**src/trs_bus_pkg.sv**
```systemverilog
package trs_bus_pkg;

  // z80 bus widths
  typedef logic [15:0] addr_t;
  typedef logic [7:0]  data_t; // also used for spi bytes

  // memory map
  localparam addr_t ROM_END      = 16'h3000; // full mode rom below this
  localparam addr_t PRINTER_ADDR = 16'h37e8;

  // i/o ports
  localparam data_t      TRS_IO_PORT   = 8'd31;
  localparam logic [3:0] FREHD_PORT_HI = 4'hc; // ports 0xc0..0xcf

  // printer status as seen by a z80 read of 0x37e8
  localparam data_t PRINTER_READY = 8'h30;
  localparam data_t PRINTER_BUSY  = 8'hf0;

  // why the esp was woken up, shown on esp_s
  typedef enum logic [3:0] {
    trs_io_in  = 4'd0,
    trs_io_out = 4'd1,
    frehd_in   = 4'd2,
    frehd_out  = 4'd3,
    printer_wr = 4'd4,
    none       = 4'd15
  } esp_reason_e;

endpackage
```
**src/trs_bus_if.sv**
```systemverilog
`timescale 1ns/1ns

interface trs_bus_if;
  import trs_bus_pkg::*;

  addr_t addr;   // raw pins
  data_t data;   // raw pins
  logic  rd;     // synchronized, active high
  logic  wr;
  logic  io_in;
  logic  io_out;
  logic  access; // one clock at start of any strobe

  modport src (
    output addr, data, rd, wr, io_in, io_out, access
  );

  modport snk (
    input addr, data, rd, wr, io_in, io_out, access
  );

endinterface

```
**src/trs_bus_sync.sv**
```systemverilog
`timescale 1ns/1ns

module trs_bus_sync #(
  parameter int SYNC_STAGES = 2
) (
  input  logic                clk,
  input  logic                reset,
  input  logic                rd_n,
  input  logic                wr_n,
  input  logic                in_n,
  input  logic                out_n,
  input  trs_bus_pkg::addr_t  a,
  input  trs_bus_pkg::data_t  d_in,
  trs_bus_if.src              bus
);

  logic [3:0] sync_q [SYNC_STAGES]; // {out,in,wr,rd}, active low
  logic [3:0] lvl;
  logic       any_act;
  logic       any_q;
  logic       access_q;

  always_ff @(posedge clk) begin
    if (reset) begin
      for (int i = 0; i < SYNC_STAGES; i++) sync_q[i] <= 4'hf; // all idle
      any_q    <= 1'b0;
      access_q <= 1'b0;
    end else begin
      sync_q[0] <= {out_n, in_n, wr_n, rd_n};
      for (int i = 1; i < SYNC_STAGES; i++) sync_q[i] <= sync_q[i-1];
      any_q    <= any_act;
      access_q <= any_act & ~any_q; // rising edge, registered
    end
  end

  assign lvl     = ~sync_q[SYNC_STAGES-1];
  assign any_act = |lvl;

  assign bus.rd     = lvl[0];
  assign bus.wr     = lvl[1];
  assign bus.io_in  = lvl[2];
  assign bus.io_out = lvl[3];
  assign bus.access = access_q;
  assign bus.addr   = a;    // stable for the whole cycle
  assign bus.data   = d_in;

  // one access per strobe, never a level
  a_access_pulse: assert property (@(posedge clk) disable iff (reset)
    access_q |=> !access_q);

endmodule

```
**src/flat_wrapper.sv**
```systemverilog
// flat-port wrapper written by rule: the top's interface ports become plain ports
module trs_bus_sync_flat 
#(
  parameter int SYNC_STAGES = 2
)
  (clk, reset, rd_n, wr_n, in_n, out_n, a, d_in, bus_addr, bus_data, bus_rd, bus_wr, bus_io_in, bus_io_out, bus_access);
  trs_bus_if bus_i ();
  input  logic clk;
  input  logic reset;
  input  logic rd_n;
  input  logic wr_n;
  input  logic in_n;
  input  logic out_n;
  input  trs_bus_pkg::addr_t a;
  input  trs_bus_pkg::data_t d_in;
  output wire logic [$bits(bus_i.addr)-1:0] bus_addr;
  output wire logic [$bits(bus_i.data)-1:0] bus_data;
  output wire logic [$bits(bus_i.rd)-1:0] bus_rd;
  output wire logic [$bits(bus_i.wr)-1:0] bus_wr;
  output wire logic [$bits(bus_i.io_in)-1:0] bus_io_in;
  output wire logic [$bits(bus_i.io_out)-1:0] bus_io_out;
  output wire logic [$bits(bus_i.access)-1:0] bus_access;
  assign bus_addr = bus_i.addr;
  assign bus_data = bus_i.data;
  assign bus_rd = bus_i.rd;
  assign bus_wr = bus_i.wr;
  assign bus_io_in = bus_i.io_in;
  assign bus_io_out = bus_i.io_out;
  assign bus_access = bus_i.access;
  trs_bus_sync #(.SYNC_STAGES(SYNC_STAGES)) u_core (.clk(clk), .reset(reset), .rd_n(rd_n), .wr_n(wr_n), .in_n(in_n), .out_n(out_n), .a(a), .d_in(d_in), .bus(bus_i));
endmodule
```
**config.mk**
```make
export PLATFORM = sky130hd
export DESIGN_NAME = trs_bus_sync_flat
export DESIGN_NICKNAME = d
export VERILOG_FILES = /design/src/trs_bus_pkg.sv /design/src/trs_bus_if.sv /design/src/trs_bus_sync.sv /design/src/flat_wrapper.sv
export SDC_FILE = /design/constraint.sdc
export NUM_CORES = 1
export LEC_CHECK = 0
export BUFFER_PORTS_ARGS = -buffer_cell sky130_fd_sc_hd__buf_4
export CORE_MARGIN = 4
export CORE_UTILIZATION = 33
export DETAILED_ROUTE_END_ITERATION = 8
export PLACE_DENSITY = 0.89
export SETUP_SLACK_MARGIN = 0.05
export SLEW_MARGIN = 20
export SYNTH_ARGS = -nofsm -noshare
export SYNTH_HDL_FRONTEND = slang
export SYNTH_SLANG_ARGS = --single-unit
```
**constraint.sdc**
```tcl
create_clock -name clk -period 1.3 [get_ports clk]
set_input_delay 0.195 -clock clk [delete_from_list [all_inputs] [get_ports clk]]
set_output_delay 0.195 -clock clk [all_outputs]
set_load 0.05 [all_outputs]
```
Yosys cells after proc, flatten, opt, wreduce, memory -nomap -nowiden. Memory sizes are Yosys's and may differ from the RTL's. Cells that the tools add are included.

Register bits: 2. Bits in latches: 0. RAM bits: 8. Bits in read-only memories: 0. Input port bits: 30. Output and inout port bits: 29. Logic and storage cells: 14. Memories kept: 1.

Memory list: u_core.sync_q (depth 2, width 4, rd ports 2, clocked after memory_dff 0, wr ports 2, RTL line trs_bus_sync.sv:17) `logic [3:0] sync_q [SYNC_STAGES];`.

Add/subtract/negate cells: 0. Multiply operators: 0. Div/mod/pow operators: 0. Magnitude comparators: 0. Equality and inequality tests: 0. Shift-type cells: 0. Multiplexer cells: 5. Bitwise operators: 5. Reduce and logical (&&, ||, !) cells: 1.

Operators with widths (count): 4-bit two-way mux (2); 4-bit NOT (1); 4-bit OR reduction (1); 1-bit two-way mux (3); 1-bit bitwise OR (2); 1-bit bitwise AND (1); 1-bit NOT (1).

Depth between registers and ports, before layout.
Depth in word-level cells: 3. Gate-level depth with buffers: 2. Gate-level depth less buffers: 2.

Least setup slack after synthesis. Ideal clock, no wire load.

Path type: register to output. Start: memory u_core.sync_q[1][1], in the netlist u_core.sync_q[0][5]. End: output port bus_wr. Data arrival time: 0.605 ns. Path slack: 0.500 ns. Stages on the path, launching flop included: 2. Buffers on the path: 0. Cell sequence: dfxtp_1 -> inv_1.

RTL lines: start, declared (RTL line trs_bus_sync.sv:17); end, declared (RTL line flat_wrapper.sv:19) `output wire logic [$bits(bus_i.wr)-1:0] bus_wr;`.

==> out/results.ini <==
[run_status]
status = complete, no violations

[sta]
worst_clock_skew_ns = 0.00146
slew_headroom_pct = 90.0
rsz0062_at_grt = false
layout_setup_ws_ns = 0.289
hold_violations = 0
tns_ns = 0
fin_crit_sh_pct = 77.8
max_freq_mhz = 989
worst_pin_slew_ns = 0.150
drv_slew = 0
period_minus_slack_ns = 1.01
setup_viol = 0

[logic_synthesis]
ys_seq_area_share_pct = 42.6
synthDistinctLibCells = 6
synth_seq_cells = 10
syn_area_um2 = 470
synth_cells = 48
avgSynthCellArea_um2 = 9.80
yosys.area.top_type = dfxtp_1
syn-num-nets = 78
ys_warn_count = 0
synth_top_area_share_pct = 42.6
netlist_top_cells_area = dfxtp_1 (43%), buf_4 (38%), or2_2 (11%)

[routing]
drt-initial-drc-count = 1
routedWlPerCell_um = 9.96
antenna_left = 0
route.detailed.drc = 0
drt-pass1-iter-count = 2
routed_wl_um = 518
vias_per_cell = 3.90
num_vias = 203

[critical_path]
cp_max_fo = 2
timing.rr.start = u_core.sync_q[0][6]$_SDFF_PP1_
cp_data_arrival_time_ns = 0.82
crit_end = bus_io_in
crit_type = register to primary output
path_delay_family = flip-flops
critical_path.endpoint_type = primary output
cp_num_buf_inv = 2
startpoint = u_core.sync_q[0][6]$_SDFF_PP1_
cp-start-kind = register
cpMaxStageDelayCell = dfxtp_1
required_ns = 1.11
worstPathCellList = inv_1 -> buf_4
rrSetupSlack_ns = 0.53
rr_endpoint = u_core.bus.access$_SDFF_PP0_
max_stage_delay_ns = 0.34
cp.depth = 2
reg2reg_depth = 2

[place]
place_congestion = 0.653
dp.cells = 49
portBuffers = 10
dp_slack_ns = 0.520

[global_route]
grt_pass1_vias = 201
antenna_found_initial = 0
grt_overflow = 0
grtUsageTotal_pct = 5.41
grt_max_degree = 10
grt_pass1_wl_um = 752

[clock_network]
hold_buffers = 0
cts_root_buf = clkbuf_4
htreeDepth = 1
cts_resized = 0
clk_latency_ns = 0.25
clkTransAtPathRegs_ns = 0.06
cts_tree = yes
cts_made_buffers = 3
cts.sinks = 10
cts_setup_buffers = 0
clockBufferDepth = 2

[power]
leakagePower_nw = 0.208
vdd_drop_max_mv = 0.504
netSwitchingPower_mw = 0.130
swShare_pct = 22.1
seq_power_share_pct = 55.7
p_per_area_nw_per_um2 = 1450
power.internal_mw = 0.459
combPwrFrac_pct = 11.2
p_clk_share_pct = 33.1

[min_path]
hp-class = input port to register

[floorplan]
die-area_um2 = 2090
die_h_um = 45.8
die_w_um = 45.8
start_util_pct = 35.7
ioPinCount = 59
rows = 13
core_um2 = 1320

[final_layout]
drive_above_1_share_pct = 62.2
antenna_cells = 0
areaGrowthSynthToFinish_pct = -13.6
nets = 69
final_cells = 52

[run]
maxCapViolCount = 0

## worst reg2reg max path: stages (launching register included)
cell and delay (ns):
dfxtp_1 0.34, a41oi_2 0.13, and2b_2 0.20
## power groups by stage
stage	combinational, mW	sequential, mW	clock [mW]
2_1_floorplan	0.232	0.342	0
3_3_place_gp	0.0659	0.335	0
3_5_place_dp	0.0672	0.335	0
4_1_cts	0.0672	0.328	0.203
5_1_grt	0.0707	0.330	0.208
6_report	0.0662	0.328	0.195
## layer usage
| layer | GRT usage [%] | vias up | part of all wire, % |
|---|---|---|---|
| li1 | - | 98 | - |
| met1 | 4.81 | 81 | 36 |
| met2 | 5.57 | 22 | 36 |
| met3 | 5.14 | 2 | 26 |
| met4 | 7.95 | 0 | 1.2 |
| met5 | 0 | - | 0 |
## area by class of cell
cell class | count | area [um2]
well taps | 15 | 18.8
fillers | 143 | 911
flip-flops and latches | 10 | 200
multi-input cells | 10 | 75.1
repair buffers | 10 | 75.1
inverters | 4 | 15.0
clock buffers | 3 | 22.5
## cell usage in the layout (no fill, tap or decap)
| cell | Yosys | layout |
|---|---|---|
| and2b_2 | 1 | 1 |
| or2_2 | 8 | 8 |
| clkbuf_4 | 0 | 3 |
| buf_4 | 24 | 10 |
| inv_1 | 4 | 4 |
| a41oi_2 | 1 | 1 |
| dfxtp_1 | 10 | 10 |
## worst min-delay path by stage
| stage | from | endpoint | slack, ns | depth (start not counted) |
|---|---|---|---|---|
| after floorplan | reset | u_core.any_q$_SDFF_PP0_ | 0.26 | 1 |
| after global placement | wr_n | u_core.sync_q[0][1]$_SDFF_PP1_ | 0.38 | 2 |
| after detailed placement | rd_n | u_core.sync_q[0][0]$_SDFF_PP1_ | 0.38 | 2 |
| after CTS | rd_n | u_core.sync_q[0][0]$_SDFF_PP1_ | 0.12 | 2 |
| after global routing | rd_n | u_core.sync_q[0][0]$_SDFF_PP1_ | 0.12 | 2 |
| final | rd_n | u_core.sync_q[0][0]$_SDFF_PP1_ | 0.12 | 2 |
## sequential cells by signal (all words and copies together) (netlist names)
| register | flops |
|---|---|
| u_core.bus.access | 1 |
| u_core.sync_q | 8 |
| u_core.any_q | 1 |
## cells by family after synthesis
family                 after synthesis  synth area share (%)
buffers and inverters               28                  41.5
DFF                                 10                  42.6
and+or+nand+nor                      9                  12.5
AOI/OAI and AO/OA                    1                  3.46
## through the flow
stage                     hold slack (ns)  cell area [um2]  util (%)  total power, mW
after floorplan                     0.263              470         -            0.574
after global placement              0.380              384      29.2            0.401
after detailed placement            0.382              384      29.2            0.402
after CTS                           0.115              407      30.9            0.598
after global routing                0.116              407      30.9            0.609
final                               0.123              407      30.9            0.589
## Yosys cell counts
cell type and instances:
a41oi_2 1, and2b_2 1, buf_4 24, dfxtp_1 10, inv_1 4, or2_2 8
Power figures use the tool's default switching activity.
