`src/trs_bus_pkg.sv`:
```
package trs_bus_pkg;

  // z80 bus widths
  typedef logic [15:0] addr_t;
  typedef logic [7:0]  data_t; // also used for spi bytes

  // memory map
  localparam addr_t ROM_END      = 16'h3000; // full mode rom below this
  localparam addr_t PRINTER_ADDR = 16'h37e8;

  // i/o ports
  localparam data_t      TRS_IO_PORT   = 8'd31;
  localparam logic [3:0] FREHD_PORT_HI = 4'hc; // ports 0xc0..0xcf

  // printer status as seen by a z80 read of 0x37e8
  localparam data_t PRINTER_READY = 8'h30;
  localparam data_t PRINTER_BUSY  = 8'hf0;

  // why the esp was woken up, shown on esp_s
  typedef enum logic [3:0] {
    trs_io_in  = 4'd0,
    trs_io_out = 4'd1,
    frehd_in   = 4'd2,
    frehd_out  = 4'd3,
    printer_wr = 4'd4,
    none       = 4'd15
  } esp_reason_e;

endpackage
```
`src/esp_proto_pkg.sv`:
```
package esp_proto_pkg;

  // spi command codes, same numbering as on the esp side
  typedef enum logic [7:0] {
    get_cookie       = 8'd0,
    bram_poke        = 8'd1,
    bram_peek        = 8'd2,
    dbus_read        = 8'd3,
    dbus_write       = 8'd4,
    set_full_addr    = 8'd14,
    get_version      = 8'd15,
    get_printer_byte = 8'd16,
    abus_read        = 8'd18
  } esp_opcode_e;

  typedef enum logic [1:0] {
    idle,
    read_params,
    send_resp
  } dec_state_e;

  // up to three parameter bytes per command
  typedef trs_bus_pkg::data_t [2:0] param_arr_t;

  localparam trs_bus_pkg::data_t COOKIE        = 8'haf;
  localparam logic [2:0]         VERSION_MAJOR = 3'd0;
  localparam logic [4:0]         VERSION_MINOR = 5'd3;
  localparam trs_bus_pkg::data_t VERSION       = {VERSION_MAJOR, VERSION_MINOR};

endpackage

```
`src/esp_cmd_if.sv`:
```
`timescale 1ns/1ns

interface esp_cmd_if;
  import esp_proto_pkg::*;

  logic        action; // one clock per executed command
  esp_opcode_e opcode; // valid with action
  param_arr_t  params; // valid with action

  modport dec (
    output action, opcode, params
  );

  modport tgt (
    input action, opcode, params
  );

endinterface

```
`src/trs_bus_if.sv`:
```
`timescale 1ns/1ns

interface trs_bus_if;
  import trs_bus_pkg::*;

  addr_t addr;   // raw pins
  data_t data;   // raw pins
  logic  rd;     // synchronized, active high
  logic  wr;
  logic  io_in;
  logic  io_out;
  logic  access; // one clock at start of any strobe

  modport src (
    output addr, data, rd, wr, io_in, io_out, access
  );

  modport snk (
    input addr, data, rd, wr, io_in, io_out, access
  );

endinterface

```
`src/esp_request.sv`:
```
`timescale 1ns/1ns

module esp_request #(
  parameter int REQ_PULSE = 50
) (
  input  logic                      clk,
  input  logic                      reset,
  input  logic                      esp_done,
  trs_bus_if.snk                    bus,
  esp_cmd_if.tgt                    cmd,
  output logic                      esp_req,
  output logic                      wait_req,
  output trs_bus_pkg::esp_reason_e  esp_s,
  output trs_bus_pkg::data_t        printer_byte,
  output trs_bus_pkg::data_t        printer_status
);
  import trs_bus_pkg::*;

  localparam int CW = $clog2(REQ_PULSE + 1);

  logic          io_port, frehd_port;
  logic          trs_io_sel_in, trs_io_sel_out, frehd_sel_in, frehd_sel_out;
  logic          prn_sel_wr, esp_sel, start;
  logic          prn_pending;
  logic [2:0]    done_q;
  logic          done_rise;
  logic [CW-1:0] count;

  assign io_port        = bus.addr[7:0] == TRS_IO_PORT;
  assign frehd_port     = bus.addr[7:4] == FREHD_PORT_HI;
  assign trs_io_sel_in  = io_port & bus.io_in;
  assign trs_io_sel_out = io_port & bus.io_out;
  assign frehd_sel_in   = frehd_port & bus.io_in;
  assign frehd_sel_out  = frehd_port & bus.io_out;
  assign prn_sel_wr     = (bus.addr == PRINTER_ADDR) & bus.wr;
  assign esp_sel = trs_io_sel_in | trs_io_sel_out | frehd_sel_in | frehd_sel_out | prn_sel_wr;
  assign start   = bus.access & esp_sel;

  assign done_rise = done_q[2:1] == 2'b01;

  always_ff @(posedge clk) begin
    if (reset) begin
      done_q         <= '0;
      esp_req        <= 1'b0;
      wait_req       <= 1'b0;
      count          <= '0;
      prn_pending    <= 1'b0;
      printer_status <= PRINTER_READY;
    end else begin
      done_q <= {done_q[1:0], esp_done};
      if (start) begin
        esp_req <= 1'b1;   // restarts a running pulse
        count   <= CW'(REQ_PULSE);
        if (prn_sel_wr) begin
          prn_pending    <= 1'b1; // z80 keeps running
          printer_status <= PRINTER_BUSY;
        end else begin
          wait_req <= 1'b1;
        end
      end else begin
        if (count == CW'(1)) esp_req <= 1'b0;
        if (count != '0) count <= count - CW'(1);
        if (done_rise) begin
          wait_req       <= 1'b0;
          prn_pending    <= 1'b0;
          printer_status <= PRINTER_READY;
        end
      end
    end
  end

  // one byte printer buffer
  always_ff @(posedge clk) begin
    if (start && prn_sel_wr) printer_byte <= bus.data;
  end

  // reason code, live from the bus
  always_comb begin
    if (trs_io_sel_in)      esp_s = trs_io_in;
    else if (trs_io_sel_out) esp_s = trs_io_out;
    else if (frehd_sel_in)  esp_s = frehd_in;
    else if (frehd_sel_out) esp_s = frehd_out;
    else if (prn_pending)   esp_s = printer_wr;
    else                    esp_s = none;
  end

  // a pulse without restart ends after REQ_PULSE clocks
  a_req_len: assert property (@(posedge clk) disable iff (reset)
    (esp_req && !start) [*REQ_PULSE] |=> !esp_req);

endmodule

```
`src/flat_wrapper.sv`:
```
// flat-port wrapper written by rule: the top's interface ports become plain ports
module esp_request_flat import trs_bus_pkg::*;
#(
  parameter int REQ_PULSE = 50
)
  (clk, reset, esp_done, esp_req, wait_req, esp_s, printer_byte, printer_status, bus_addr, bus_data, bus_rd, bus_wr, bus_io_in, bus_io_out, bus_access, cmd_action, cmd_opcode, cmd_params);
  trs_bus_if bus_i ();
  esp_cmd_if cmd_i ();
  input  logic clk;
  input  logic reset;
  input  logic esp_done;
  output logic esp_req;
  output logic wait_req;
  output trs_bus_pkg::esp_reason_e esp_s;
  output trs_bus_pkg::data_t printer_byte;
  output trs_bus_pkg::data_t printer_status;
  input wire logic [$bits(bus_i.addr)-1:0] bus_addr;
  input wire logic [$bits(bus_i.data)-1:0] bus_data;
  input wire logic [$bits(bus_i.rd)-1:0] bus_rd;
  input wire logic [$bits(bus_i.wr)-1:0] bus_wr;
  input wire logic [$bits(bus_i.io_in)-1:0] bus_io_in;
  input wire logic [$bits(bus_i.io_out)-1:0] bus_io_out;
  input wire logic [$bits(bus_i.access)-1:0] bus_access;
  input wire logic [$bits(cmd_i.action)-1:0] cmd_action;
  input wire logic [$bits(cmd_i.opcode)-1:0] cmd_opcode;
  input wire logic [$bits(cmd_i.params)-1:0] cmd_params;
  assign bus_i.addr = bus_addr;
  assign bus_i.data = bus_data;
  assign bus_i.rd = bus_rd;
  assign bus_i.wr = bus_wr;
  assign bus_i.io_in = bus_io_in;
  assign bus_i.io_out = bus_io_out;
  assign bus_i.access = bus_access;
  assign cmd_i.action = cmd_action;
  assign cmd_i.opcode = cmd_opcode;
  assign cmd_i.params = cmd_params;
  esp_request #(.REQ_PULSE(REQ_PULSE)) u_core (.clk(clk), .reset(reset), .esp_done(esp_done), .bus(bus_i), .cmd(cmd_i), .esp_req(esp_req), .wait_req(wait_req), .esp_s(esp_s), .printer_byte(printer_byte), .printer_status(printer_status));
endmodule
```
`config.mk`:
```
export PLATFORM = sky130hd
export DESIGN_NAME = esp_request_flat
export DESIGN_NICKNAME = d
export VERILOG_FILES = /design/src/trs_bus_pkg.sv /design/src/esp_proto_pkg.sv /design/src/esp_cmd_if.sv /design/src/trs_bus_if.sv /design/src/esp_request.sv /design/src/flat_wrapper.sv
export SDC_FILE = /design/constraint.sdc
export NUM_CORES = 1
export LEC_CHECK = 0
export BUFFER_PORTS_ARGS = -buffer_cell sky130_fd_sc_hd__buf_2
export CAP_MARGIN = 15
export CORE_UTILIZATION = 35
export DETAILED_ROUTE_END_ITERATION = 12
export GPL_ROUTABILITY_DRIVEN = 0
export HOLD_SLACK_MARGIN = 0.02
export PLACE_DENSITY = 0.83
export RECOVER_POWER = 100
export SYNTH_ARGS = -nofsm -noshare
export SYNTH_HDL_FRONTEND = slang
export SYNTH_SLANG_ARGS = --single-unit
```
`constraint.sdc`:
```
create_clock -name clk -period 3.1 [get_ports clk]
set_clock_uncertainty 0.15 [all_clocks]
set_input_delay 0.465 -clock clk [delete_from_list [all_inputs] [get_ports clk]]
set_output_delay 0.465 -clock clk [all_outputs]
set_load 0.01 [all_outputs]
```
Word level (Yosys, flattened, before mapping)

Index checks and enable logic that the tools add are counted.

Register bits after elaboration: 28
Output and inout port bits: 22
Input port bits: 65

Reduce and logical (&&, ||, !) cells: 8
Mux-type cells: 17
$add $sub $neg: 1
Bitwise operators: 10
Equality and inequality tests: 7

Operators by type and width:

| kind                                                                     | number |
|---|---|
| 8-bit 2-to-1 mux                                                         | 3 |
| 4-bit 2-to-1 mux                                                         | 5 |
| 16-bit by 14-bit equality test with 1-bit output (second input constant) | 1 |
| 6-bit 2-to-1 mux                                                         | 2 |
| 8-bit by 5-bit equality test with 1-bit output (second input constant)   | 1 |
| 1-bit 2-to-1 mux                                                         | 7 |
| 1-bit AND                                                                | 6 |
| 6-bit by 1-bit equality test with 1-bit output (second input constant)   | 1 |
| 2-bit nonzero test                                                       | 3 |
| 6-bit nonzero test                                                       | 1 |
| 6-bit by 1-bit subtractor with 6-bit output (second input constant)      | 1 |
| 4-bit equality test (second input constant)                              | 1 |
| 1-bit bitwise OR                                                         | 4 |
| 2-bit AND reduction                                                      | 2 |
| 2-bit by 1-bit equality test with 1-bit output (second input constant)   | 1 |
| 2-bit by 1-bit inequality test with 1-bit output (second input constant) | 1 |
| 2-bit inequality test (second input constant)                            | 1 |
| 2-bit OR reduction                                                       | 1 |
| 1-bit logical AND                                                        | 1 |

Longest topological paths before layout

Word-level depth: 9
Mapped depth: 5
Depth with buffers taken out: 5

Worst setup path after synthesis

OpenSTA, ideal clock, no wires.

Path kind: in2out
Start point: input bus_addr[5]
End point: output esp_s[3]
Arrival time: 1.540 ns
Stages: 4
Buffers on the path: 0
Path slack: 0.945 ns
Data required time: 2.485 ns
Cell sequence: or4b_4 -> o22ai_4 -> o21ai_1 -> nor2b_1

Cells in the longest elaborated chain, start to end: 6
Elaborated cells between the ends (all ways): 10
Classes of those cells: eq/ne (2); mux (4); bitwise (4)

Ends and longest elaborated chain:

| what                 | line               | RTL |
|---|---|---|
| from (decl)          | flat_wrapper.sv:17 | `input wire logic [$bits(bus_i.addr)-1:0] bus_addr;` |
| 4-bit equality test  | esp_request.sv:30  | `assign frehd_port = bus.addr[7:4] == FREHD_PORT_HI;` |
| 1-bit AND            | esp_request.sv:34  | `assign frehd_sel_out = frehd_port & bus.io_out;` |
| 4-bit 2-to-1 mux     | esp_request.sv:82  | `else if (frehd_sel_out) esp_s = frehd_out;` |
| 4-bit 2-to-1 mux     | esp_request.sv:81  | `else if (frehd_sel_in) esp_s = frehd_in;` |
| 4-bit 2-to-1 mux     | esp_request.sv:80  | `else if (trs_io_sel_out) esp_s = trs_io_out;` |
| 4-bit 2-to-1 mux (*) | esp_request.sv:79  | `if (trs_io_sel_in) esp_s = trs_io_in;` |
| to (decl)            | flat_wrapper.sv:14 | `output trs_bus_pkg::esp_reason_e esp_s;` |

Every way passes the cells marked *; elsewhere a longest branch is shown, timed or not.

Worst setup path after layout

Ends and elaborated chain as after synthesis.

==> results.md <==
* CTS Buffer Depth at 2
* Input/output buffers at 46
* Total Power at 806 uW
* Register area at 480 um^2
* CTS sink cnt at 20
* Leakage at 0.000488 uW
* Seq/Total Area, Yosys at 50.1%
* Area leader, netlist: dfxtp_1
* Register-to-Register Path Depth at 4
* Ys flop type: dfxtp_1
* Largest cells by area after synthesis: dfxtp_1 25%, edfxtp_1 25%, buf_4 6.3%
* Wire length per cell at 11.8 um
* Worst min path class: in -> reg
* Mapped Area at 958 um^2
* Detail Placement HPWL at 1540 um
* Worst EP required at 2480 ps
* Total gr overflow at 0
* Slowest cell delay on critical path at 590 ps
* Total negative slack at 0 ps
* Post-synth EDFFs at 8
* Ys Warns at 0
* Mapped Cells at 91
* Antenna violations before repair at 0
* Core region area at 2520 um^2
* Slowest CP cell: or4b_1
* Maximum clock rate at 405 MHz
* Postcts setup bufs at 0
* RSZ-0062 raised after global routing: no
* Rows at 18
* Crit-path leading delay family: simple AND/OR/NAND/NOR gates
* Antenna diodes at 0
* Htree depth at 1
* Top cells by count, synth: 12 x dfxtp_1, 9 x nand2_1, 8 x buf_4, 8 x edfxtp_1, 6 x nor2b_1
* CTS buffer count at 3
* CTS Hold Bufs at 0
* Area share of the largest cell type after synthesis at 25.1%
* Max-slew violations at 0
* 1st-iter DRT viols at 14
* First-pass DRT Iterations at 4
* Final Critical Period at 2470 ps
* Async SR Flop Fraction at 0%
* Area grow syn2layout at 26.1%
* Worst hold endpoint: u_core.printer_byte[3]
* DR vias at 819
* Via density at 4.93
* Vias in the first global route at 776
* Area taken by multi-input logic gates at 414 um^2
* Total GRT Usage at 15.0%
* Hold Path Depth at 1
* Crit Path Class: in -> out
* Largest net degree at the start of global routing at 13
* Clock root buffer: clkbuf_4
* Cell repeated most along the worst path: buf_2
* DIE HEIGHT at 54.3 um
* Die W at 54.3 um
* Count leader, synth: dfxtp_1
* Critical Path AT at 1850 ps
* CTS clk-pin slew, worst paths at 110 ps
* FF-to-FF End: u_core.count[0]
* Internal reg-to-reg setup slack at 1350 ps
* Mean area per synthesized cell at 10.5 um^2
* Setup-failing EPs final at 0
* Max VDD drop at 0.453 mV
* First-pass GRT wire length at 3180 um
* CTS tree: yes
* Crit path launch type: input port
* CP bufs+invs at 2
* Power per Cell Area at 667 nW/um^2
* DRC at 0
* Crit Reg-Reg Startpoint: u_core.count[2]
* Fin crit share at 79.7%
* Post-CTS sizing at 0
* Worst skew pair latency at 300 ps
* Outcome: finished, final reports clean
* Critical Path End Type: primary output
* Final wirelength at 1960 um
* Final #Nets at 204
* Min-Delay Startpoint: bus_data[3]
* #FFs+latches synth at 20
* I/O pin total at 87
* Distinct cells, synth at 34
* Final hold violations at 0
* Layout cells sized above 1 at 28.7%
* Worst path cell trace: buf_2 > or4b_1 > o22ai_4 > o21ai_0 > nor2b_1 > buf_2
* Max-cap violations at 0
* Max Fanout on Critical Path at 6
* Starting Density at 38.0%
* DIE AREA at 2950 um^2
* Fill cells at 258
* ANT nets after route at 0
per-stage QoR:
stage	area (um^2)	util (%)	setup WS [ps]	cells	hold WS, ps
5_1_grt	1210	47.9	527	166	168
3_5_place_dp	1180	46.7	715	162	278
2_1_floorplan	973	-	945	95	264
6_report	1210	47.9	630	166	186
3_3_place_gp	1180	46.7	729	162	271
4_1_cts	1230	48.8	718	166	181
sequential cells by signal, summed over array words and instances, names as in the netlist:
name and cells:
u_core.printer_status 1, u_core.esp_req 1, u_core.printer_byte 8, u_core.count 6, u_core.wait_req 1, u_core.done_q 3
layout by cell type, fill, tap and decap left out, types with 3 or more instances in the layout:
| cell type | n |
|---|---|
| buf_2 | 32 |
| conb_1 | 6 |
| nor2b_1 | 6 |
| clkbuf_4 | 3 |
| a31oi_1 | 3 |
| nand2_1 | 9 |
| nor2_1 | 4 |
| dfxtp_1 | 12 |
| clkbuf_1 | 14 |
| a21oi_1 | 3 |
| edfxtp_1 | 8 |
| inv_1 | 3 |
| nor3_1 | 3 |
cells by family after synthesis:
logic type	Yosys count	synth area share (%)
AOI/OAI and AO/OA	14	11.1
xor gates and xnor gates	2	1.83
adders and majority gates	2	2.61
buffers and inverters	12	7.83
DFF	20	50.1
muxes	3	3.26
other	2	0.784
and+or+nand+nor	36	22.5
per-layer routing:
metal,up-vias,GRT usage [%],routed length (um)
li1,414,-,-
met1,370,16.6,832
met2,35,25.6,935
met3,0,7.22,193
met4,0,3.85,0
met5,-,0,0
final cells by class:
class	count	share of cell area, %
Clock buffer	3	1.86
Sequential cell	20	39.8
Multi-Input combinational cell	63	34.3
Clock inverter	1	2.48
Timing Repair Buffer	46	17.6
Inverter	3	0.932
Tap cell	30	3.11
report_power, final:
group | total (uW) | internal (uW) | switching, uW
clock network | 207 | 131 | 76.2
logic | 255 | 125 | 130
registers | 345 | 307 | 37.2
total | 806 | 563 | 243
worst register-to-register path: cells and delay by family, from the launching register on:
family           cells  cell delay, ps
AND/OR/NAND/NOR      2             600
AO/OA/AOI/OAI        1             360
XOR/XNOR             1             160
flip-flops           1             370
how the worst max path moves through the flow:
stage,start,endpoint,cells past startpoint
5_1_grt,bus_addr[5],esp_s[3],6
2_1_floorplan,bus_addr[5],esp_s[3],4
3_5_place_dp,bus_addr[5],esp_s[3],6
6_report,bus_addr[5],esp_s[3],6
4_1_cts,bus_addr[5],esp_s[3],6
3_3_place_gp,bus_addr[5],esp_s[3],6
Note: power is estimated with default switching activity, not from simulation.
