$ cat config.mk
export PLATFORM = sky130hd
export DESIGN_NAME = spi_slave
export DESIGN_NICKNAME = d
export VERILOG_FILES = /design/src/trs_bus_pkg.sv /design/src/spi_slave.sv
export SDC_FILE = /design/constraint.sdc
export NUM_CORES = 1
export LEC_CHECK = 0
export BUFFER_PORTS_ARGS = -buffer_cell sky130_fd_sc_hd__buf_4
export CAP_MARGIN = 20
export CORE_MARGIN = 2
export CORE_UTILIZATION = 50
export CTS_BUF_LIST = sky130_fd_sc_hd__clkbuf_4 sky130_fd_sc_hd__clkbuf_8
export DETAILED_ROUTE_END_ITERATION = 10
export PLACE_DENSITY = 0.83
export SETUP_SLACK_MARGIN = 0.4
export SLEW_MARGIN = 10
export SYNTH_ARGS = -nofsm -noshare
export SYNTH_HDL_FRONTEND = slang
export SYNTH_SLANG_ARGS = --single-unit
$ cat constraint.sdc
create_clock -name clk -period 1.86 [get_ports clk]
set_clock_uncertainty 0.1 [all_clocks]
set_input_delay 0.372 -clock clk [delete_from_list [all_inputs] [get_ports clk]]
set_output_delay 0.372 -clock clk [all_outputs]
set_load 0.02 [all_outputs]
$ cat src/trs_bus_pkg.sv
package trs_bus_pkg;

  // z80 bus widths
  typedef logic [15:0] addr_t;
  typedef logic [7:0]  data_t; // also used for spi bytes

  // memory map
  localparam addr_t ROM_END      = 16'h3000; // full mode rom below this
  localparam addr_t PRINTER_ADDR = 16'h37e8;

  // i/o ports
  localparam data_t      TRS_IO_PORT   = 8'd31;
  localparam logic [3:0] FREHD_PORT_HI = 4'hc; // ports 0xc0..0xcf

  // printer status as seen by a z80 read of 0x37e8
  localparam data_t PRINTER_READY = 8'h30;
  localparam data_t PRINTER_BUSY  = 8'hf0;

  // why the esp was woken up, shown on esp_s
  typedef enum logic [3:0] {
    trs_io_in  = 4'd0,
    trs_io_out = 4'd1,
    frehd_in   = 4'd2,
    frehd_out  = 4'd3,
    printer_wr = 4'd4,
    none       = 4'd15
  } esp_reason_e;

endpackage
$ cat src/spi_slave.sv
`timescale 1ns/1ns

module spi_slave #(
  parameter int SYNC_STAGES = 2
) (
  input  logic               clk,
  input  logic               reset,
  input  logic               sck,
  input  logic               cs_n,
  input  logic               mosi,
  input  trs_bus_pkg::data_t tx_byte,
  output logic               miso,
  output trs_bus_pkg::data_t rx_byte,
  output logic               rx_valid
);
  import trs_bus_pkg::*;

  logic [SYNC_STAGES:0]   sck_q; // one extra stage for edges
  logic [SYNC_STAGES:0]   cs_q;
  logic [SYNC_STAGES-1:0] mosi_q;
  logic       sck_rise, sck_fall;
  logic       cs_act, cs_start;
  logic [2:0] bit_cnt;
  data_t      rx_sr;
  data_t      tx_sr;

  always_ff @(posedge clk) begin
    if (reset) begin
      sck_q  <= '0;
      cs_q   <= '1; // deselected
      mosi_q <= '0;
    end else begin
      sck_q  <= {sck_q[SYNC_STAGES-1:0], sck};
      cs_q   <= {cs_q[SYNC_STAGES-1:0], cs_n};
      mosi_q <= {mosi_q[SYNC_STAGES-2:0], mosi};
    end
  end

  assign sck_rise = sck_q[SYNC_STAGES-1] & ~sck_q[SYNC_STAGES];
  assign sck_fall = ~sck_q[SYNC_STAGES-1] & sck_q[SYNC_STAGES];
  assign cs_act   = ~cs_q[SYNC_STAGES-1];
  assign cs_start = cs_act & cs_q[SYNC_STAGES]; // cs just went low

  // receive side, mode 0 samples on rise
  always_ff @(posedge clk) begin
    if (reset) begin
      bit_cnt  <= '0;
      rx_valid <= 1'b0;
    end else begin
      rx_valid <= 1'b0;
      if (!cs_act) begin
        bit_cnt <= '0;
      end else if (sck_rise) begin
        bit_cnt <= bit_cnt + 3'd1;
        if (bit_cnt == 3'd7) rx_valid <= 1'b1; // eighth bit in
      end
    end
  end

  // payload shifters
  always_ff @(posedge clk) begin
    if (cs_act && sck_rise) begin
      rx_sr <= {rx_sr[6:0], mosi_q[SYNC_STAGES-1]};
      if (bit_cnt == 3'd7) rx_byte <= {rx_sr[6:0], mosi_q[SYNC_STAGES-1]};
    end
    if (cs_start) begin
      tx_sr <= tx_byte; // first msb before first rise
    end else if (cs_act && sck_fall) begin
      // fall after the 8th rise starts the next byte
      if (bit_cnt == 3'd0) tx_sr <= tx_byte;
      else tx_sr <= {tx_sr[6:0], 1'b0};
    end
  end

  assign miso = cs_act ? tx_sr[7] : 1'b0; // quiet when deselected

endmodule

# Yosys cells after proc, flatten, opt, wreduce, memory -nomap -nowiden
# Cells that the tools add are included.
# totals
elab_cells	29
reg_bits	35
output_inout_bits	10
# op_classes
eq_ne	1
bitwise_logic	7
n_reduce_logical	7
n_mux	5
add_sub_neg	1
# ops
op	count
8-bit two-way mux	3
1-bit inverter	4
3-bit by 1-bit adder with 3-bit output (second input constant)	1
1-bit AND	3
3-bit == test (second input constant)	1
3-bit zero test	1
3-bit OR reduction	1
1-bit logical AND	2
1-bit two-way mux	2
2-bit AND reduction	1
2-bit nonzero test	1
2-bit OR reduction	1

# Depth between registers and ports, before layout
# Gate-level depths: netlist of run 1.
# depth
depth_word	5
mapped_depth	5
mapped_depth_nobuf	5

# Worst setup path before layout of run 1
# OpenSTA, ideal clock, no wires.
# synth_timing
kind	register to register
start	reg bit_cnt[1]
end	reg rx_byte[0] (enable)
arrival_time_ns	1.253
path_stages_with_launch	5
setup_time_ns	0.383
period_less_slack_ns	1.736
t_required_ns	1.377
slack_ns	0.124
path_cell_list	dfxtp_1 -> ha_1 -> ha_1 -> nand2_1 -> nor3_1
# synth_between
elab_chain_len	2
# synth_lines
element	line	text
start, declared	spi_slave.sv:23	logic [2:0] bit_cnt;
start signal, assigned	spi_slave.sv:54	bit_cnt <= bit_cnt + 3'd1;
3-bit == test	spi_slave.sv:64	if (bit_cnt == 3'd7) rx_byte <= {rx_sr[6:0], mosi_q[SYNC_STAGES-1]};
2-bit AND reduction (no line)	--	
end signal, assigned	spi_slave.sv:64	
end, declared	spi_slave.sv:13	output trs_bus_pkg::data_t rx_byte,
# Every way passes these cells.
# A chain may end at the register's enable or synchronous reset.

# Worst setup path after layout of run 1
# layout_timing
start	reg bit_cnt[0]
end	reg tx_sr[7] (data pin)
# layout_between
elab_chain_len	4
# layout_lines
element	line	text
3-bit zero test	spi_slave.sv:70	if (bit_cnt == 3'd0) tx_sr <= tx_byte;
8-bit two-way mux	spi_slave.sv:70	
8-bit two-way mux	spi_slave.sv:68	end else if (cs_act && sck_fall) begin
8-bit two-way mux	spi_slave.sv:66	if (cs_start) begin
end signal, assigned	spi_slave.sv:67	tx_sr <= tx_byte;
end signal, assigned	spi_slave.sv:70	
end signal, assigned	spi_slave.sv:71	else tx_sr <= {tx_sr[6:0], 1'b0};
end, declared	spi_slave.sv:25	data_t tx_sr;
# Every way passes these cells. The select of a mux whose other input is x is not followed.

==> impl_metrics.json, run 1 <==
{
  "routed.top_layer": "met4",
  "drt_iter0_drc": 22,
  "finalHoldViolations": 0,
  "synth_area_leaders": "edfxtp_1 (56%), dfxtp_1 (20%), mux2_2 (6.4%)",
  "fin_hold_ws_ns": 0.1188,
  "p_per_area_nw_per_um2": 831.7,
  "crit_arrival_ns": 1.49,
  "crit_end": "tx_sr[7]",
  "num_vias": 711,
  "synthesis.nets": 90,
  "path_max_fanout": 8,
  "wire_per_inst_um": 15.84,
  "postSynthCellCount": 74,
  "antenna_found_initial": 0,
  "seqPwrFrac_pct": 59.2,
  "cts.path.max_buffers": 2,
  "rr_endpoint": "tx_sr[7]",
  "die-area_um2": 2859,
  "syn_area_um2": 1224,
  "drt_first_pass_iters": 4,
  "initial_core_util_pct": 54.27,
  "yosysSeqAreaShare_pct": 76.07,
  "cts_buffers": 5,
  "slew_headroom_pct": 82.58,
  "fmax_mhz": 659.8,
  "areaGrowthSynthToFinish_pct": 39.37,
  "cts_tree": "yes",
  "gp_congestion": 0.8111,
  "wl_met1_um": 808,
  "cts_sinks": 35,
  "end_kind": "flip-flop",
  "wirelength_mm": 2.249,
  "post_dp_cell_area_um2": 1450,
  "yosys_warnings": 0,
  "port_buffers": 22,
  "combPwrFrac_pct": 4.3,
  "final_cells": 142,
  "stdcell_area_um2": 1705,
  "fin_crit_sh_pct": 81.49,
  "fill_cells": 142,
  "rows": 17,
  "switching_power_mw": 0.2692,
  "drv_slew": 0,
  "r2r_start": "bit_cnt[0]",
  "reg2reg_depth": 6,
  "ir_worst_vdd_mv": 0.6565,
  "globalRouteTotalUtil_pct": 19.08,
  "rsz0062_at_grt": "yes",
  "drive_above_1_share_pct": 55.26,
  "synth_largest_area_cell": "edfxtp_1",
  "grt_pass1_wl_mm": 3.422,
  "grt_max_degree": 12,
  "htreeDepth": 2,
  "run_status": "complete, no violations",
  "reg2reg_slack_ns": 0.34,
  "final_antenna_net_count": 0,
  "crit_start": "bit_cnt[0]",
  "clockPowerShare_pct": 36.5,
  "post-route-util_pct": 75.64,
  "internal_power_mw": 1.149,
  "required_ns": 1.83,
  "place_hpwl_mm": 1.248,
  "min_period_ns": 1.516,
  "wl_met2_mm": 1.242,
  "cts-root-buf": "clkbuf_4",
  "power_mw": 1.418,
  "antenna_cells": 0,
  "place_ws_ns": 0.2913,
  "synth.avg_cell_area_um2": 16.54,
  "ios": 23,
  "tns_ns": 0,
  "fin_ws_ns": 0.3443,
  "setup_violations": 0,
  "via_per_inst": 5.007,
  "swShare_pct": 18.98,
  "die_x_um": 53.47,
  "grt_overflow": 0,
  "post-place-cells": 126,
  "drc": 0,
  "insertion_delay_ns": 0.33,
  "grt_pass1_vias": 712,
  "synth_top_area_share_pct": 56.44,
  "die_height_um": 53.47,
  "hp-class": "input pin to flip-flop",
  "synth-seq-cells": 35,
  "wl_met3_um": 117,
  "core_area_um2": 2255,
  "synth_cell_types": 18,
  "critPathKind": "flip-flop to flip-flop",
  "clkTransAtPathRegs_ns": 0.11,
  "leakage_nw": 0.7039,
  "start_kind": "flip-flop",
  "finalNetCount": 129,
  "maxCapViolations": 0,
  "tightest_slew_ns": 0.2605
}
sequential cells by signal (all words and copies together) (netlist names):
name      cells
sck_q         3
rx_valid      1
bit_cnt       3
cs_q          3
rx_byte       8
mosi_q        2
tx_sr         8
rx_sr         7
repair_timing:
item                       in CTS  in global routing
hold buffers                    0                  0
pin swaps                       2                  3
setup buffers                   6                  2
resized for setup              17                 11
setup endpoints to repair      16                 16
cells by family after synthesis:
group                    count (synthesis)  share of synthesized area [%]
buffers and inverters                    5                          1.534
adder cells (fa/ha/maj)                  3                          3.068
AND/OR/NAND/NOR                         19                          8.488
XOR/XNOR                                 1                         0.7159
AO/OA/AOI/OAI                            2                          2.045
flip-flops                              35                          76.07
multiplexers                             9                          8.078
layout by cell type, fill, tap and decap left out, types with 2 or more instances in the layout:
| cell type | instances |
|---|---|
| dfxtp_1 | 8 |
| inv_2 | 2 |
| clkbuf_4 | 5 |
| or2_2 | 3 |
| edfxtp_1 | 23 |
| nor2_1 | 5 |
| dfxtp_4 | 3 |
| buf_6 | 2 |
| buf_12 | 2 |
| mux2i_1 | 2 |
| buf_4 | 28 |
| inv_1 | 2 |
| ha_4 | 3 |
| nor2b_1 | 4 |
| mux2_4 | 7 |
synth_stat cells, drive strengths merged:
library cell and count:
inv 5, dfxtp 12, mux2i 2, o22ai 1, nor4 1, a21oi 1, or2 3, mux2 7
and2 1, xnor2 1, nand2b 1, nand2 1, nor2b 4, ha 3, edfxtp 23, nor2 5
nor3 2, and2b 1
layer usage:
metal / vias to the layer above / GRT usage, %
met1: 341 / 19.63
met4: 0 / 13.68
met3: 6 / 6.497
met2: 26 / 31.89
met5: - / 0
li1: 338 / -
how the worst min path moves through the flow:
| stage | cells past startpoint | endpoint | start | slack, ns |
|---|---|---|---|---|
| after detailed placement | 1 | cs_q[1] | cs_q[0] | 0.30 |
| after CTS | 2 | cs_q[0] | cs_n | 0.12 |
| after floorplan | 1 | cs_q[1] | cs_q[0] | 0.29 |
| final | 2 | cs_q[0] | cs_n | 0.12 |
| after global placement | 1 | cs_q[1] | cs_q[0] | 0.29 |
| after global routing | 2 | cs_q[0] | cs_n | 0.11 |
final cells by class:
| cell class | count | area (um2) | area share (%) |
|---|---|---|---|
| tap | 28 | 35.03 | 2.054 |
| sequential | 35 | 943.4 | 55.32 |
| clock buffer | 5 | 37.54 | 2.201 |
| inverter | 5 | 21.27 | 1.247 |
| multi-input combinational | 34 | 356.6 | 20.91 |
| timing repair buffer | 32 | 272.8 | 15.99 |
| clock inverter | 3 | 38.79 | 2.274 |
critical path, cell delays in order (launching register included):
cell	delay, ns
dfxtp_4	0.38
inv_4	0.06
ha_4	0.12
inv_2	0.03
o22ai_4	0.11
buf_12	0.16
mux2_4	0.30
power by group through the flow:
| stage | sequential, mW | clock (mW) | combinational (mW) |
|---|---|---|---|
| after floorplan | 0.860 | 0 | 0.0218 |
| after global placement | 0.861 | 0 | 0.0462 |
| after detailed placement | 0.862 | 0 | 0.0483 |
| after CTS | 0.842 | 0.522 | 0.0598 |
| after global routing | 0.842 | 0.558 | 0.0659 |
| final | 0.840 | 0.517 | 0.0606 |
Power figures use the tool's default switching activity.
==> inputs of run 2 (changes only) <==
--- a/config.mk
+++ b/config.mk
@@ -8,10 +8,10 @@
 export BUFFER_PORTS_ARGS = -buffer_cell sky130_fd_sc_hd__buf_4
 export CAP_MARGIN = 20
 export CORE_MARGIN = 2
-export CORE_UTILIZATION = 50
+export CORE_UTILIZATION = 56
 export CTS_BUF_LIST = sky130_fd_sc_hd__clkbuf_4 sky130_fd_sc_hd__clkbuf_8
 export DETAILED_ROUTE_END_ITERATION = 10
-export PLACE_DENSITY = 0.83
+export PLACE_DENSITY = 0.87
 export SETUP_SLACK_MARGIN = 0.4
 export SLEW_MARGIN = 10
 export SYNTH_ARGS = -nofsm -noshare
==> constraint.sdc (replaced) <==
create_clock -name clk -period 1.5 [get_ports clk]
set_clock_uncertainty 0.1 [all_clocks]
set_input_delay 0.3 -clock clk [delete_from_list [all_inputs] [get_ports clk]]
set_output_delay 0.3 -clock clk [all_outputs]
set_load 0.02 [all_outputs]
==> impl_metrics.json, run 2 (synthesized netlist as in run 1, its figures left out) <==
{
  "gp_congestion": 0.7132,
  "layout_commonest_cell": "edfxtp_1",
  "cts.path.max_buffers": 2,
  "min_from": "cs_n",
  "wire_per_inst_um": 24.31,
  "power_mw": 1.764,
  "post_dp_cell_area_um2": 1535,
  "finalNetCount": 132,
  "drt_iter0_drc": 21,
  "end_kind": "flip-flop",
  "grt_pass1_vias": 810,
  "leakage_nw": 0.7451,
  "r2r_start": "bit_cnt[1]",
  "critPathKind": "flip-flop to flip-flop",
  "final_cells": 144,
  "regArea_um2": 947.2,
  "fmax_mhz": 625.4,
  "grt_pass1_wl_mm": 4.678,
  "path_max_fanout": 7,
  "grt_max_degree": 11,
  "run_status": "finished, violations left",
  "ios": 23,
  "drive_above_1_share_pct": 66.67,
  "drt_first_pass_iters": 4,
  "rsz0062_at_grt": "yes",
  "finalHoldViolations": 0,
  "post-place-cells": 128,
  "initial_core_util_pct": 61.13,
  "required_ns": 1.48,
  "die_x_um": 50.75,
  "rows": 16,
  "multi_input_area_um2": 409.1,
  "crit_end": "tx_sr[5]",
  "hp-class": "input pin to flip-flop",
  "post-route-util_pct": 91.88,
  "areaGrowthSynthToFinish_pct": 50.31,
  "violations": "negative setup slack",
  "globalRouteTotalUtil_pct": 28.40,
  "slew_headroom_pct": 78.36,
  "drv_slew": 0,
  "cts-root-buf": "clkbuf_4",
  "min_period_ns": 1.599,
  "insertion_delay_ns": 0.34,
  "p_per_area_nw_per_um2": 959.1,
  "die-area_um2": 2575,
  "htreeDepth": 2,
  "die_height_um": 50.75,
  "drc": 0,
  "wirelength_mm": 3.501,
  "num_vias": 812,
  "crit_arrival_ns": 1.58,
  "grt_overflow": 0,
  "fill_cells": 63,
  "stdcell_area_um2": 1839,
  "maxCapViolations": 0,
  "core_area_um2": 2002,
  "antenna_cells": 0,
  "ir_worst_vdd_mv": 1.127,
  "cts_sinks": 35,
  "via_per_inst": 5.639,
  "final_cell_mix": "edfxtp_1 (23), buf_4 (16), buf_6 (16)",
  "top_regs": "rx_byte x8, tx_sr x8, rx_sr x7",
  "crit_start": "bit_cnt[1]",
  "fin_crit_sh_pct": 106.6,
  "clkTransAtPathRegs_ns": 0.11,
  "cts_tree": "yes",
  "reg2reg_depth": 6,
  "port_buffers": 22,
  "rr_endpoint": "tx_sr[5]",
  "reg2reg_slack_ns": -0.1,
  "antenna_found_initial": 0,
  "setup_violations": 13,
  "final_antenna_net_count": 0,
  "place_hpwl_mm": 1.590,
  "fin_ws_ns": -0.09892,
  "tightest_slew_ns": 0.3156,
  "cts_buffers": 5,
  "start_kind": "flip-flop"
}
## run 2: changes by cell type in the layout (fill, tap and decap cells not counted), sizes merged
cell,change
buf,+3
bufinv,-1
clkbuf,+3
clkinv,-2
## run 2: critical path, cell delays in order (launching register included)
cell	delay (ns)
dfxtp_4	0.39
inv_4	0.07
ha_4	0.12
inv_2	0.04
o22ai_4	0.15
buf_12	0.17
mux2_4	0.31
## run 2: what timing repair did
| item | 4_1_cts | 5_1_grt |
|---|---|---|
| pin swaps | 5 | 5 |
| endpoints found under the setup margin | 45 | 45 |
| setup buffers | 5 | 3 |
| hold buffers | 0 | 0 |
| resized for setup | 36 | 7 |
## run 2: cell type report
| type | instances | share of cell area [%] |
|---|---|---|
| Clock buffer | 8 | 3.946 |
| Multi-Input combinational cell | 34 | 22.24 |
| Timing Repair Buffer | 35 | 19.32 |
| Sequential cell | 35 | 51.50 |
| Inverter | 5 | 1.156 |
| Tap cell | 27 | 1.837 |
## run 2: worst min-delay path by stage
stage | to | slack (ns) | cells past startpoint
floorplan | sck_q[2] | 0.27 | 1
global route | cs_q[0] | 0.04 | 2
CTS | cs_q[0] | 0.03 | 2
detailed placement | cs_q[1] | 0.31 | 1
finish | cs_q[0] | 0.05 | 2
global placement | cs_q[1] | 0.29 | 1
## run 2: layer usage
layer / vias up / part of all wire, % / global-route usage [%]
met5: - / 0 / 0
met4: 0 / 5.2 / 12.16
met3: 21 / 4.1 / 5.952
met2: 43 / 53 / 51.97
met1: 400 / 37 / 31.63
li1: 348 / - / -
## run 2: where the power goes
part | total [mW] | internal, mW | switching [mW]
combinational | 0.101 | 0.0604 | 0.0409
sequential | 1.05 | 1.03 | 0.0135
clock | 0.615 | 0.294 | 0.320
## run 2: metrics by stage
step | worst slack, ns | hold WS (ns) | TNS (ns)
finish | -0.09892 | 0.05002 | -0.6658
global route | -0.1255 | 0.04040 | -0.9375
CTS | -0.04931 | 0.03183 | -0.3659
detailed placement | -0.04754 | 0.3080 | -0.4101
global placement | 0.009056 | 0.2932 | 0
floorplan | 0.05125 | 0.2667 | 0
